$ cat src/verilog/ttc_apb_pkg.sv
`default_nettype none

// ------------------------------------------------------------
// apb side of the timer: bus widths and register map
// ------------------------------------------------------------
package ttc_apb_pkg;

  // byte address, only the low 8 bits are decoded
  typedef logic [7:0] apb_addr_t;

  // apb data word
  typedef logic [31:0] apb_data_t;

  // register offsets
  // clock control, 7 bits
  localparam apb_addr_t ADDR_CLK_CTRL  = 8'h00;
  // counter control, 5 bits
  localparam apb_addr_t ADDR_CNTR_CTRL = 8'h04;
  // counter value, read only
  localparam apb_addr_t ADDR_COUNT     = 8'h08;
  // interval compare value
  localparam apb_addr_t ADDR_INTERVAL  = 8'h0C;
  // match compare value
  localparam apb_addr_t ADDR_MATCH     = 8'h10;
  // interrupt status, read only, cleared by the read
  localparam apb_addr_t ADDR_INT_STAT  = 8'h14;
  // interrupt enable mask
  localparam apb_addr_t ADDR_INT_EN    = 8'h18;

endpackage

`default_nettype wire

$ cat src/verilog/ttc_count_pkg.sv
`default_nettype none

// ------------------------------------------------------------
// counter side of the timer: control words and bit positions
// ------------------------------------------------------------
package ttc_count_pkg;

  // clock control register, bits 6:5 kept for readback only
  typedef logic [6:0] clk_ctrl_t;

  // prescale select, divides by 2^(val+1)
  typedef logic [3:0] prescale_t;

  // counter control register
  typedef logic [4:0] cntr_ctrl_t;

  // one bit per interrupt source
  typedef logic [1:0] int_vec_t;

  // counter width unless the top level says otherwise
  localparam int CNT_WIDTH_DEF = 16;

  // clock control fields
  localparam int CLK_PRE_EN  = 0;
  // lsb of the 4-bit prescale value
  localparam int CLK_PRE_VAL = 1;

  // counter control fields
  localparam int CTRL_DIS      = 0;
  localparam int CTRL_INTERVAL = 1;
  localparam int CTRL_DECR     = 2;
  localparam int CTRL_MATCH    = 3;
  localparam int CTRL_RESTART  = 4;

  // interrupt sources
  // interval wrap or free-running overflow
  localparam int INT_IV    = 0;
  localparam int INT_MATCH = 1;

endpackage

`default_nettype wire

$ cat src/verilog/ttc_apb_decode.sv
`timescale 1ns/1ps
`default_nettype none

module ttc_apb_decode #(
  parameter int CNT_WIDTH = ttc_count_pkg::CNT_WIDTH_DEF
) (
  input  wire                           pclk4,
  input  wire                           n_p_reset4,
  input  wire                           psel,
  input  wire                           penable,
  input  wire                           pwrite,
  input  wire ttc_apb_pkg::apb_addr_t   paddr,
  input  wire ttc_apb_pkg::apb_data_t   pwdata,
  output ttc_apb_pkg::apb_data_t        prdata,
  input  wire ttc_count_pkg::clk_ctrl_t clk_ctrl,
  input  wire [CNT_WIDTH-1:0]           count_val,
  input  wire ttc_count_pkg::int_vec_t  int_stat,
  output logic                          clk_ctrl_sel,
  output logic                          restart,
  output logic                          ctrl_dis,
  output logic                          ctrl_interval,
  output logic                          ctrl_decr,
  output logic                          ctrl_match,
  output logic [CNT_WIDTH-1:0]          interval,
  output logic [CNT_WIDTH-1:0]          match_val,
  output ttc_count_pkg::int_vec_t       int_en,
  output logic                          int_stat_rd
);

  import ttc_apb_pkg::*;
  import ttc_count_pkg::*;

  // access phase qualifiers
  logic       wr_en;
  logic       rd_en;
  cntr_ctrl_t cntr_ctrl;

  // ------------------------------------------------------------
  // strobes
  // ------------------------------------------------------------
  // zero wait states, every access phase completes
  assign wr_en = psel & penable & pwrite;
  assign rd_en = psel & penable & ~pwrite;

  // clock control lives in the restart block
  assign clk_ctrl_sel = wr_en & (paddr == ADDR_CLK_CTRL);
  // status clears on this read
  assign int_stat_rd  = rd_en & (paddr == ADDR_INT_STAT);

  // control fields out to the counter
  assign ctrl_dis      = cntr_ctrl[CTRL_DIS];
  assign ctrl_interval = cntr_ctrl[CTRL_INTERVAL];
  assign ctrl_decr     = cntr_ctrl[CTRL_DECR];
  assign ctrl_match    = cntr_ctrl[CTRL_MATCH];
  // level, the restart block finds the edge
  assign restart       = cntr_ctrl[CTRL_RESTART];

  // ------------------------------------------------------------
  // register file
  // ------------------------------------------------------------
  always_ff @(posedge pclk4 or negedge n_p_reset4)
  begin
    if (!n_p_reset4)
    begin
      cntr_ctrl <= '0;
      interval  <= '0;
      match_val <= '0;
      int_en    <= '0;
    end
    else if (wr_en)
    begin
      // write lands on the access edge
      case (paddr)
        ADDR_CNTR_CTRL: cntr_ctrl <= pwdata[$bits(cntr_ctrl_t)-1:0];
        ADDR_INTERVAL:  interval  <= pwdata[CNT_WIDTH-1:0];
        ADDR_MATCH:     match_val <= pwdata[CNT_WIDTH-1:0];
        ADDR_INT_EN:    int_en    <= pwdata[$bits(int_vec_t)-1:0];
        default:        ;
      endcase
    end
  end

  // ------------------------------------------------------------
  // read mux
  // ------------------------------------------------------------
  always_comb
  begin
    prdata = '0;
    // only driven during a read access phase
    if (rd_en)
    begin
      case (paddr)
        ADDR_CLK_CTRL:  prdata[$bits(clk_ctrl_t)-1:0]  = clk_ctrl;
        ADDR_CNTR_CTRL: prdata[$bits(cntr_ctrl_t)-1:0] = cntr_ctrl;
        ADDR_COUNT:     prdata[CNT_WIDTH-1:0]          = count_val;
        ADDR_INTERVAL:  prdata[CNT_WIDTH-1:0]          = interval;
        ADDR_MATCH:     prdata[CNT_WIDTH-1:0]          = match_val;
        ADDR_INT_STAT:  prdata[$bits(int_vec_t)-1:0]   = int_stat;
        ADDR_INT_EN:    prdata[$bits(int_vec_t)-1:0]   = int_en;
        // unmapped reads return zero
        default:        prdata = '0;
      endcase
    end
  end

  // bus stays quiet outside a read access
  a_prdata_idle: assert property (
    @(posedge pclk4) disable iff (!n_p_reset4)
    !(psel && penable && !pwrite) |-> (prdata == '0)
  ) else $error("prdata driven outside a read access phase");

endmodule

`default_nettype wire

$ cat src/verilog/ttc_count_rst_lite.sv
`timescale 1ns/1ps
`default_nettype none

module ttc_count_rst_lite (
  input  wire                           pclk4,
  input  wire                           n_p_reset4,
  input  wire ttc_count_pkg::clk_ctrl_t pwdata,
  input  wire                           clk_ctrl_sel,
  input  wire                           restart,
  output logic                          count_en,
  output ttc_count_pkg::clk_ctrl_t      clk_ctrl
);

  import ttc_count_pkg::*;

  // restart already seen, held until software clears it
  logic restart_var;
  // low for the first cycle out of reset
  logic run_q;
  // first cycle of a restart level
  logic restart_edge;

  // ------------------------------------------------------------
  // restart edge and count enable
  // ------------------------------------------------------------
  assign restart_edge = restart & ~restart_var;

  // one low cycle per restart, that edge clears the counter
  assign count_en = run_q & ~restart_edge;

  always_ff @(posedge pclk4 or negedge n_p_reset4)
  begin
    if (!n_p_reset4)
    begin
      restart_var <= 1'b0;
      run_q       <= 1'b0;
    end
    else
    begin
      run_q <= 1'b1;
      // arm on the edge, rearm only once restart drops
      if (restart_edge)
        restart_var <= 1'b1;
      else if (!restart)
        restart_var <= 1'b0;
    end
  end

  // ------------------------------------------------------------
  // clock control register
  // ------------------------------------------------------------
  always_ff @(posedge pclk4 or negedge n_p_reset4)
  begin
    if (!n_p_reset4)
      clk_ctrl <= '0;
    else if (clk_ctrl_sel)
      clk_ctrl <= pwdata;
  end

  // the clear cycle never stretches
  a_count_en_pulse: assert property (
    @(posedge pclk4) disable iff (!n_p_reset4)
    !count_en |=> count_en
  ) else $error("count_en low for two cycles");

endmodule

`default_nettype wire

$ cat src/verilog/ttc_counter_exec.sv
`timescale 1ns/1ps
`default_nettype none

module ttc_counter_exec #(
  parameter int CNT_WIDTH = ttc_count_pkg::CNT_WIDTH_DEF
) (
  input  wire                           pclk4,
  input  wire                           n_p_reset4,
  input  wire ttc_count_pkg::clk_ctrl_t clk_ctrl,
  input  wire                           count_en,
  input  wire                           ctrl_dis,
  input  wire                           ctrl_interval,
  input  wire                           ctrl_decr,
  input  wire                           ctrl_match,
  input  wire [CNT_WIDTH-1:0]           interval,
  input  wire [CNT_WIDTH-1:0]           match_val,
  output logic [CNT_WIDTH-1:0]          count_val,
  output logic                          iv_event,
  output logic                          match_event
);

  import ttc_count_pkg::*;

  localparam logic [CNT_WIDTH-1:0] CNT_MAX = '1;

  prescale_t            pre_val;
  logic                 pre_en;
  logic [15:0]          pre_cnt;
  logic [15:0]          pre_mask;
  logic                 run;
  logic                 tick;
  logic                 wrap;
  logic [CNT_WIDTH-1:0] cnt_nxt;
  logic [CNT_WIDTH-1:0] reload;

  // ------------------------------------------------------------
  // prescaler
  // ------------------------------------------------------------
  assign pre_val = clk_ctrl[CLK_PRE_VAL +: $bits(prescale_t)];
  assign pre_en  = clk_ctrl[CLK_PRE_EN];
  assign run     = count_en & ~ctrl_dis;

  // low pre_val+1 bits set, wraps to all ones for 15
  assign pre_mask = (16'd2 << pre_val) - 16'd1;

  // every enabled edge, or one in 2^(pre_val+1)
  assign tick = run & (~pre_en | ((pre_cnt & pre_mask) == pre_mask));

  always_ff @(posedge pclk4 or negedge n_p_reset4)
  begin
    if (!n_p_reset4)
      pre_cnt <= '0;
    else if (!count_en)
      pre_cnt <= '0;
    else if (run)
      pre_cnt <= pre_cnt + 16'd1;
  end

  // ------------------------------------------------------------
  // main counter
  // ------------------------------------------------------------
  // restart value, interval when counting down in interval mode
  assign reload = (ctrl_interval & ctrl_decr) ? interval : '0;

  always_comb
  begin
    wrap    = 1'b0;
    cnt_nxt = count_val;
    if (ctrl_decr)
    begin
      // down, wrap at zero
      if (count_val == '0)
      begin
        wrap    = 1'b1;
        cnt_nxt = ctrl_interval ? interval : CNT_MAX;
      end
      else
        cnt_nxt = count_val - 1'b1;
    end
    else
    begin
      // up, wrap at interval or at all ones
      if (ctrl_interval ? (count_val >= interval) : (count_val == CNT_MAX))
      begin
        wrap    = 1'b1;
        cnt_nxt = '0;
      end
      else
        cnt_nxt = count_val + 1'b1;
    end
  end

  always_ff @(posedge pclk4 or negedge n_p_reset4)
  begin
    if (!n_p_reset4)
      count_val <= '0;
    else if (!count_en)
      count_val <= reload;
    else if (tick)
      count_val <= cnt_nxt;
  end

  // events flag the tick that wraps or lands on match
  assign iv_event    = tick & wrap;
  assign match_event = tick & ctrl_match & (cnt_nxt == match_val);

  // restart cycle is a clear, nothing counts or fires
  a_no_tick_in_clear: assert property (
    @(posedge pclk4) disable iff (!n_p_reset4)
    !count_en |-> !(tick || iv_event)
  ) else $error("counter activity during restart clear");

endmodule

`default_nettype wire

$ cat src/verilog/ttc_int_result.sv
`timescale 1ns/1ps
`default_nettype none

module ttc_int_result (
  input  wire                          pclk4,
  input  wire                          n_p_reset4,
  input  wire                          iv_event,
  input  wire                          match_event,
  input  wire ttc_count_pkg::int_vec_t int_en,
  input  wire                          int_stat_rd,
  output ttc_count_pkg::int_vec_t      int_stat,
  output logic                         irq
);

  import ttc_count_pkg::*;

  // events gathered into status bit order
  int_vec_t events;

  always_comb
  begin
    events            = '0;
    events[INT_IV]    = iv_event;
    events[INT_MATCH] = match_event;
  end

  // ------------------------------------------------------------
  // status and irq
  // ------------------------------------------------------------
  always_ff @(posedge pclk4 or negedge n_p_reset4)
  begin
    if (!n_p_reset4)
    begin
      int_stat <= '0;
      irq      <= 1'b0;
    end
    else
    begin
      // read clears, an event on the same edge still lands
      int_stat <= (int_stat_rd ? int_vec_t'(0) : int_stat) | events;
      // masked, one edge behind status
      irq      <= |(int_stat & int_en);
    end
  end

  // irq only follows an enabled, set status bit
  a_irq_cause: assert property (
    @(posedge pclk4) disable iff (!n_p_reset4)
    irq |-> $past(|(int_stat & int_en))
  ) else $error("irq without an enabled status bit");

endmodule

`default_nettype wire

$ cat src/verilog/ttc_lite.sv
`timescale 1ns/1ps
`default_nettype none

module ttc_lite #(
  parameter int CNT_WIDTH = ttc_count_pkg::CNT_WIDTH_DEF
) (
  input  wire                         pclk4,
  input  wire                         n_p_reset4,
  input  wire                         psel,
  input  wire                         penable,
  input  wire                         pwrite,
  input  wire ttc_apb_pkg::apb_addr_t paddr,
  input  wire ttc_apb_pkg::apb_data_t pwdata,
  output ttc_apb_pkg::apb_data_t      prdata,
  output logic                        irq
);

  import ttc_count_pkg::*;

  // ------------------------------------------------------------
  // block to block wires
  // ------------------------------------------------------------
  clk_ctrl_t            clk_ctrl;
  logic                 clk_ctrl_sel;
  logic                 restart;
  logic                 count_en;
  logic                 ctrl_dis;
  logic                 ctrl_interval;
  logic                 ctrl_decr;
  logic                 ctrl_match;
  logic [CNT_WIDTH-1:0] interval;
  logic [CNT_WIDTH-1:0] match_val;
  logic [CNT_WIDTH-1:0] count_val;
  logic                 iv_event;
  logic                 match_event;
  int_vec_t             int_en;
  int_vec_t             int_stat;
  logic                 int_stat_rd;

  // apb registers and read mux
  ttc_apb_decode #(
    .CNT_WIDTH (CNT_WIDTH)
  ) u_decode (
    .pclk4         (pclk4),
    .n_p_reset4    (n_p_reset4),
    .psel          (psel),
    .penable       (penable),
    .pwrite        (pwrite),
    .paddr         (paddr),
    .pwdata        (pwdata),
    .prdata        (prdata),
    .clk_ctrl      (clk_ctrl),
    .count_val     (count_val),
    .int_stat      (int_stat),
    .clk_ctrl_sel  (clk_ctrl_sel),
    .restart       (restart),
    .ctrl_dis      (ctrl_dis),
    .ctrl_interval (ctrl_interval),
    .ctrl_decr     (ctrl_decr),
    .ctrl_match    (ctrl_match),
    .interval      (interval),
    .match_val     (match_val),
    .int_en        (int_en),
    .int_stat_rd   (int_stat_rd)
  );

  // clock control and restart edge
  ttc_count_rst_lite u_count_rst (
    .pclk4        (pclk4),
    .n_p_reset4   (n_p_reset4),
    .pwdata       (pwdata[$bits(clk_ctrl_t)-1:0]),
    .clk_ctrl_sel (clk_ctrl_sel),
    .restart      (restart),
    .count_en     (count_en),
    .clk_ctrl     (clk_ctrl)
  );

  // prescaler and counter
  ttc_counter_exec #(
    .CNT_WIDTH (CNT_WIDTH)
  ) u_exec (
    .pclk4         (pclk4),
    .n_p_reset4    (n_p_reset4),
    .clk_ctrl      (clk_ctrl),
    .count_en      (count_en),
    .ctrl_dis      (ctrl_dis),
    .ctrl_interval (ctrl_interval),
    .ctrl_decr     (ctrl_decr),
    .ctrl_match    (ctrl_match),
    .interval      (interval),
    .match_val     (match_val),
    .count_val     (count_val),
    .iv_event      (iv_event),
    .match_event   (match_event)
  );

  // interrupt status and irq
  ttc_int_result u_result (
    .pclk4       (pclk4),
    .n_p_reset4  (n_p_reset4),
    .iv_event    (iv_event),
    .match_event (match_event),
    .int_en      (int_en),
    .int_stat_rd (int_stat_rd),
    .int_stat    (int_stat),
    .irq         (irq)
  );

endmodule

`default_nettype wire
$ cat config.mk
export PLATFORM = sky130hd
export DESIGN_NAME = ttc_lite
export DESIGN_NICKNAME = d
export VERILOG_FILES = /design/src/verilog/ttc_apb_pkg.sv /design/src/verilog/ttc_count_pkg.sv /design/src/verilog/ttc_apb_decode.sv /design/src/verilog/ttc_count_rst_lite.sv /design/src/verilog/ttc_counter_exec.sv /design/src/verilog/ttc_int_result.sv /design/src/verilog/ttc_lite.sv
export SDC_FILE = /design/constraint.sdc
export NUM_CORES = 1
export LEC_CHECK = 0
export BUFFER_PORTS_ARGS = -buffer_cell sky130_fd_sc_hd__buf_2
export CORE_ASPECT_RATIO = 1.75
export CORE_UTILIZATION = 30
export CTS_BUF_LIST = sky130_fd_sc_hd__clkbuf_2 sky130_fd_sc_hd__clkbuf_4 sky130_fd_sc_hd__clkbuf_8
export DETAILED_ROUTE_END_ITERATION = 8
export MAX_ROUTING_LAYER = met4
export PLACE_DENSITY = 0.53
export SETUP_SLACK_MARGIN = 0.05
export SYNTH_ARGS = -nofsm -noshare
export SYNTH_HDL_FRONTEND = slang
export SYNTH_SLANG_ARGS = --single-unit
$ cat constraint.sdc
create_clock -name pclk4 -period 5.7 [get_ports pclk4]
set_clock_uncertainty 0.15 [all_clocks]
set_input_delay 0.285 -clock pclk4 [delete_from_list [all_inputs] [get_ports pclk4]]
set_output_delay 0.285 -clock pclk4 [all_outputs]
set_load 0.05 [all_outputs]
==> impl_metrics.json, run 1 <==
{
  "antennaDiodeCount": 0,
  "drt_first_iter_violations": 224,
  "startpoint_type": "register",
  "fp-row-count": 69,
  "routed_wire_length_mm": 20.0,
  "yosys-top-cells-area": "dfrtp_1 33%, mux2_2 7.9%, ha_1 4.0%",
  "worst_hold_startpoint": "pwdata[2]",
  "run_status": "finished with violations",
  "final_routed_wire_length_divided_by_cell_count_microns": 20.1,
  "fp.dieArea_sq_um": 21400,
  "min_delay_worst_endpoint": "u_decode.cntr_ctrl[2]",
  "worst_skew_pair.late_latency_ps": 400,
  "r2r-end": "u_result.int_stat[1]",
  "globalRouteOverflowTotal": 0,
  "max_slew_headroom": 0.315,
  "grt_max_degree": 51,
  "vias_per_cell": 5.62,
  "report.final.setup_viol": 0,
  "yosys_warnings": 0,
  "number_of_antenna_violations_at_the_first_check_in_global_routing": 0,
  "dp.final_hpwl_mm": 14.7,
  "grt_pass1_wl_mm": 31.7,
  "synth.avg_cell_area_sq_um": 8.81,
  "layout_worst_path_cycle_share": 0.710,
  "leakagePower_uw": 0.00291,
  "min_path_cells": 3,
  "drc": 2,
  "areaGrowthSynthToFinish_pct": 11.4,
  "htree_num_levels": 3,
  "vdd.ir_drop.worst_mv": 0.203,
  "core_area_sq_um": 20400,
  "number_of_cts_inserted_buffers": 9,
  "max_cap_viol_count": 0,
  "synth_enable_flop_cells": 0,
  "setup.worst_path.end_class": "register",
  "final-max-slew-violation-count": 0,
  "pd_cells_nw_per_um2": 342,
  "ys_async_sr_fraction": 1.00,
  "rr_worst_depth": 9,
  "violated_checks": "DRC",
  "vias": 5584,
  "commonest_cells_after_routing_fill_and_taps_aside": "83 x dfrtp_1, 61 x nor2_1, 50 x nand2_1",
  "r2r_start": "u_exec.count_val[13]",
  "chipWidth_microns": 111,
  "final_net_count": 806,
  "hold_path_class": "in -> reg",
  "yosys.area.top_type": "dfrtp_1",
  "place.gp.congestion": 0.921,
  "fin_setup_tns_ps": 0,
  "hold_viol_final": 0,
  "start_to_end_type_of_the_worst_setup_path": "reg -> reg",
  "count_of_pins_on_the_block_boundary": 78,
  "first_global_vias": 5693,
  "path_clk_slew_ps": 90,
  "gr-usage-all-layers": 0.200,
  "maxClockFrequency_mhz": 247,
  "ys_ff_latch": 83,
  "portBuffers": 45,
  "timing_worst_slew_pin_value_ps": 1030,
  "netlist_instances": 709,
  "start_util": 0.306,
  "crit_path_max_fanout": 13,
  "power.total_uw": 2380,
  "cts_buffer_depth": 2,
  "netlist_area_sq_um": 6240,
  "yosysTopAreaCellShare": 0.333,
  "layout-drive-gt1-share": 0.186,
  "route.antenna.remaining_nets": 0,
  "worst_ep_required_time_ps": 5850,
  "n_fill_cell": 2191,
  "firstDrtPassIters": 9,
  "cts_tree": "built",
  "fraction_of_the_yosys_area_taken_by_sequential_cells": 0.333,
  "die-height_microns": 193,
  "ff2ff_setup_slack_ps": 1650,
  "timing.final.crit_period_ps": 4050,
  "rsz0062_at_grt": "no",
  "worst-endpoint-arrival_ps": 4200,
  "synth_cell_type_count": 76,
  "layout_commonest_cell": "dfrtp_1",
  "cts_root_buf": "clkbuf_8",
  "synth_top_flop_cell": "dfrtp_1",
  "clock_sinks": 83,
  "post_cts.resized_instances": 0
}
==> report_power, final <==
group	internal, uW	switching (uW)	leakage (uW)	total (uW)
Clock	218	246	0.0000995	464
Sequential	640	197	0.00109	837
Combinational	447	630	0.00171	1080
==> per-stage QoR <==
| stage | worst slack [ps] | instance area [sq um] | hold slack (ps) | std cells | util |
|---|---|---|---|---|---|
| floorplan | 2710 | 6300 | -161 | 724 | - |
| global placement | 1690 | 6620 | 132 | 966 | 0.325 |
| detailed placement | 1670 | 6620 | 129 | 966 | 0.325 |
| CTS | 1660 | 6950 | 34.3 | 994 | 0.341 |
| global route | 1440 | 6950 | 37.6 | 994 | 0.341 |
| finish | 1650 | 6950 | 48.9 | 994 | 0.341 |
==> final cells by class <==
cell class                 instances  area [sq um]  share of cell area
clock inverter                     6          71.3              0.0103
timing repair buffer              69           438              0.0630
inverter                          31           116              0.0167
multi-input combinational        547          3800               0.547
tap                              248           310              0.0446
clock buffer                      10           138              0.0198
sequential                        83          2080               0.299
==> metal layers <==
metal | up-vias | routed length (microns) | track usage
li1 | 2624 | - | -
met1 | 2756 | 7410 | 0.194
met2 | 133 | 10800 | 0.372
met3 | 71 | 566 | 0.0280
met4 | 0 | 1210 | 0.134
met5 | - | 0 | -
==> cell usage after synthesis, drive strengths merged, types with 3 or more instances <==
master	count
and2	5
nor2	63
nor2b	10
a221oi	4
and4	3
nand4	12
a222oi	4
xnor2	26
nor4	12
inv	31
o21a	3
o311ai	3
nand2b	5
a22oi	22
nor4b	5
dfrtp	83
buf	36
clkbuf	27
and3	9
mux2i	12
a21oi	46
a31o	3
o21ai	37
nor3	19
xor2	21
mux2	44
nand2	50
nand4b	3
a221o	5
o31ai	10
a22o	3
nand3	25
or3	4
a211oi	3
ha	20
o22ai	3
o211ai	5
==> timing repair <==
action | 4_1_cts | 5_1_grt
buffers inserted | 0 | 0
hold buffers | 12 | 0
hold endpoints to repair | 53 | 0
==> critical path, stage by stage (launching register included) <==
cell	delay (ps)
dfrtp_1	550
ha_1	380
nand4_1	280
nor4_1	530
o31ai_2	230
a31oi_1	720
o21ai_0	290
xnor2_1	350
nand3_1	210
o31ai_2	280
==> flip-flops by register name (all words and copies together) (netlist names) <==
name                     count
u_count_rst.clk_ctrl         7
u_count_rst.run_q            1
u_decode.int_en              2
u_result.irq                 1
u_exec.pre_cnt              16
u_result.int_stat            2
u_exec.count_val            16
u_count_rst.restart_var      1
u_decode.match_val          16
u_decode.cntr_ctrl           5
u_decode.interval           16
==> how the worst max path moves through the flow <==
stage,from,endpoint,cells after the start
2_1_floorplan,paddr[3],prdata[11],6
3_3_place_gp,u_exec.count_val[13],u_result.int_stat[1],9
3_5_place_dp,u_exec.count_val[13],u_result.int_stat[1],9
4_1_cts,u_exec.count_val[13],u_result.int_stat[1],9
5_1_grt,u_count_rst.clk_ctrl[4],u_result.int_stat[1],13
6_report,u_exec.count_val[13],u_result.int_stat[1],9
==> kinds of logic after synthesis <==
kind of cell    Yosys count  share of synthesized area
other cells               2                    0.00120
fa+ha+maj                20                     0.0401
flops                    83                      0.333
simple gates            231                      0.199
compound gates          176                      0.191
mux                      56                     0.0986
xor+xnor                 47                     0.0659
buf+inv                  94                     0.0707
(Power assumes the default switching activity.)
==> run 2, diff against run 1 <==
clock period = 4.2 ns   (was 5.7 ns; I/O delays follow)
==> impl_metrics.json, run 2 (synthesis results as in run 1) <==
{
  "run_status": "finished with violations",
  "violated_checks": "DRC",
  "route.antenna.remaining_nets": 0,
  "worst_ep_required_time_ps": 4350,
  "routed_wire_length_mm": 20.7,
  "r2r_start": "u_decode.interval[13]",
  "cts_root_buf": "clkbuf_8",
  "pd_cells_nw_per_um2": 470,
  "placed_cell_area_sq_um": 6780,
  "setup.worst_path.end_class": "register",
  "worstSetupEndpoint": "u_result.int_stat[1]",
  "layout_commonest_cell": "dfrtp_1",
  "fin_setup_tns_ps": 0,
  "grt_pass1_wl_mm": 32.5,
  "path_buf_inv": 1,
  "antennaDiodeCount": 0,
  "cts_tree": "built",
  "startpoint_type": "register",
  "max_cap_viol_count": 0,
  "gr-usage-all-layers": 0.208,
  "start_util": 0.306,
  "timing.final.crit_period_ps": 4080,
  "final_net_count": 832,
  "leakagePower_uw": 0.00304,
  "ff2ff_setup_slack_ps": 120,
  "stdcell_area_sq_um": 7150,
  "start_to_end_type_of_the_worst_setup_path": "reg -> reg",
  "rr_worst_depth": 11,
  "place.gp.congestion": 0.936,
  "drc": 3,
  "first_global_vias": 5750,
  "firstDrtPassIters": 7,
  "drt_first_iter_violations": 248,
  "dp.final_hpwl_mm": 15.4,
  "largest_delay_contributor_family_on_the_critical_path": "simple AND/OR/NAND/NOR gates",
  "path_clk_slew_ps": 80,
  "final_routed_wire_length_divided_by_cell_count_microns": 20.4,
  "critPathMaxStageDelay_ps": 910,
  "max_slew_headroom": 0.259,
  "hold_path_class": "in -> reg",
  "crit_path_max_fanout": 8,
  "areaGrowthSynthToFinish_pct": 14.6,
  "fp.dieArea_sq_um": 21400,
  "layout-drive-gt1-share": 0.204,
  "layout_worst_path_cycle_share": 0.971,
  "worst-endpoint-arrival_ps": 4230,
  "vias": 5633,
  "globalRouteOverflowTotal": 0,
  "grt_max_degree": 54,
  "die-height_microns": 193,
  "post_cts.resized_instances": 0,
  "r2r-end": "u_result.int_stat[1]",
  "cp.depth": 11,
  "number_of_antenna_violations_at_the_first_check_in_global_routing": 0,
  "cts_buffer_depth": 2,
  "commonest_cells_after_routing_fill_and_taps_aside": "83 x dfrtp_1, 62 x nor2_1, 50 x nand2_1",
  "chipWidth_microns": 111,
  "cts-hold-fix-buffers": 16,
  "path_cells": "inv_1 -> ha_1 -> nand4_1 -> nor4_1 -> o31ai_2 -> a31o_2 -> a21oi_1 -> xnor2_1 -> nor2_1 -> nand4_1 -> o31ai_2",
  "htree_num_levels": 3,
  "maxClockFrequency_mhz": 245,
  "vias_per_cell": 5.53,
  "vdd.ir_drop.worst_mv": 0.239,
  "critical-path-slowest-cell": "nor4_1",
  "post_cts.repair.setup_buffers": 0,
  "final-max-slew-violation-count": 0,
  "hold_viol_final": 0,
  "count_of_pins_on_the_block_boundary": 78,
  "numPlacedInstances": 988,
  "number_of_cts_inserted_buffers": 9,
  "core_area_sq_um": 20400,
  "crit_path_start": "u_decode.interval[13]",
  "clock_sinks": 83,
  "timing_worst_slew_pin_value_ps": 1110,
  "stdcell_count": 1018,
  "portBuffers": 45,
  "report.final.setup_viol": 0,
  "fp-row-count": 69,
  "worst_skew_pair.late_latency_ps": 390,
  "rsz0062_at_grt": "no"
}
[run 2: where the power goes]
part	internal (uW)	switching, uW
clock	346	315
sequential	871	132
combinational	684	1010
[run 2: area by class of cell]
cell class / instances / area [sq um]
fill: 2179 / 13200
multi-input combinational: 547 / 3790
sequential: 83 / 2080
timing repair buffer: 95 / 643
tap: 248 / 310
clock buffer: 10 / 138
inverter: 31 / 116
clock inverter: 4 / 76.3
[run 2: metal layers]
metal  vias to the layer above  wire length [microns]  GRT usage  share of wire
met5                         -                      0          -              0
met4                         0                   1430      0.150          0.069
met3                        63                    670     0.0242          0.032
met2                       160                  11200      0.389           0.54
met1                      2747                   7420      0.198           0.36
li1                       2663                      -          -              -
[run 2: metrics by stage]
| step | total power [uW] | setup WS (ps) | hold slack (ps) | utilization |
|---|---|---|---|---|
| 2_1_floorplan | 2220 | 1220 | -236 | - |
| 3_3_place_gp | 2680 | 250 | 172 | 0.333 |
| 3_5_place_dp | 2680 | 319 | 181 | 0.333 |
| 4_1_cts | 3370 | 269 | 9.44 | 0.351 |
| 5_1_grt | 3590 | 66.2 | 16.7 | 0.351 |
| 6_report | 3360 | 122 | 15.3 | 0.351 |
[run 2: how the worst min path moves through the flow]
stage / slack [ps] / depth (start not counted) / from / to
global placement: 170 / 1 / n_p_reset4 / u_result.irq
CTS: 9 / 3 / pwdata[0] / u_decode.match_val[0]
detailed placement: 180 / 1 / n_p_reset4 / u_result.irq
finish: 20 / 3 / pwdata[0] / u_decode.match_val[0]
floorplan: -240 / 0 / n_p_reset4 / u_count_rst.clk_ctrl[0]
global route: 20 / 2 / pwdata[0] / u_count_rst.clk_ctrl[0]
[run 2: tightest hold or removal path, cell delays in order]
cell and delay (ps):
buf_2 150, nand2_1 70, o21ai_0 70
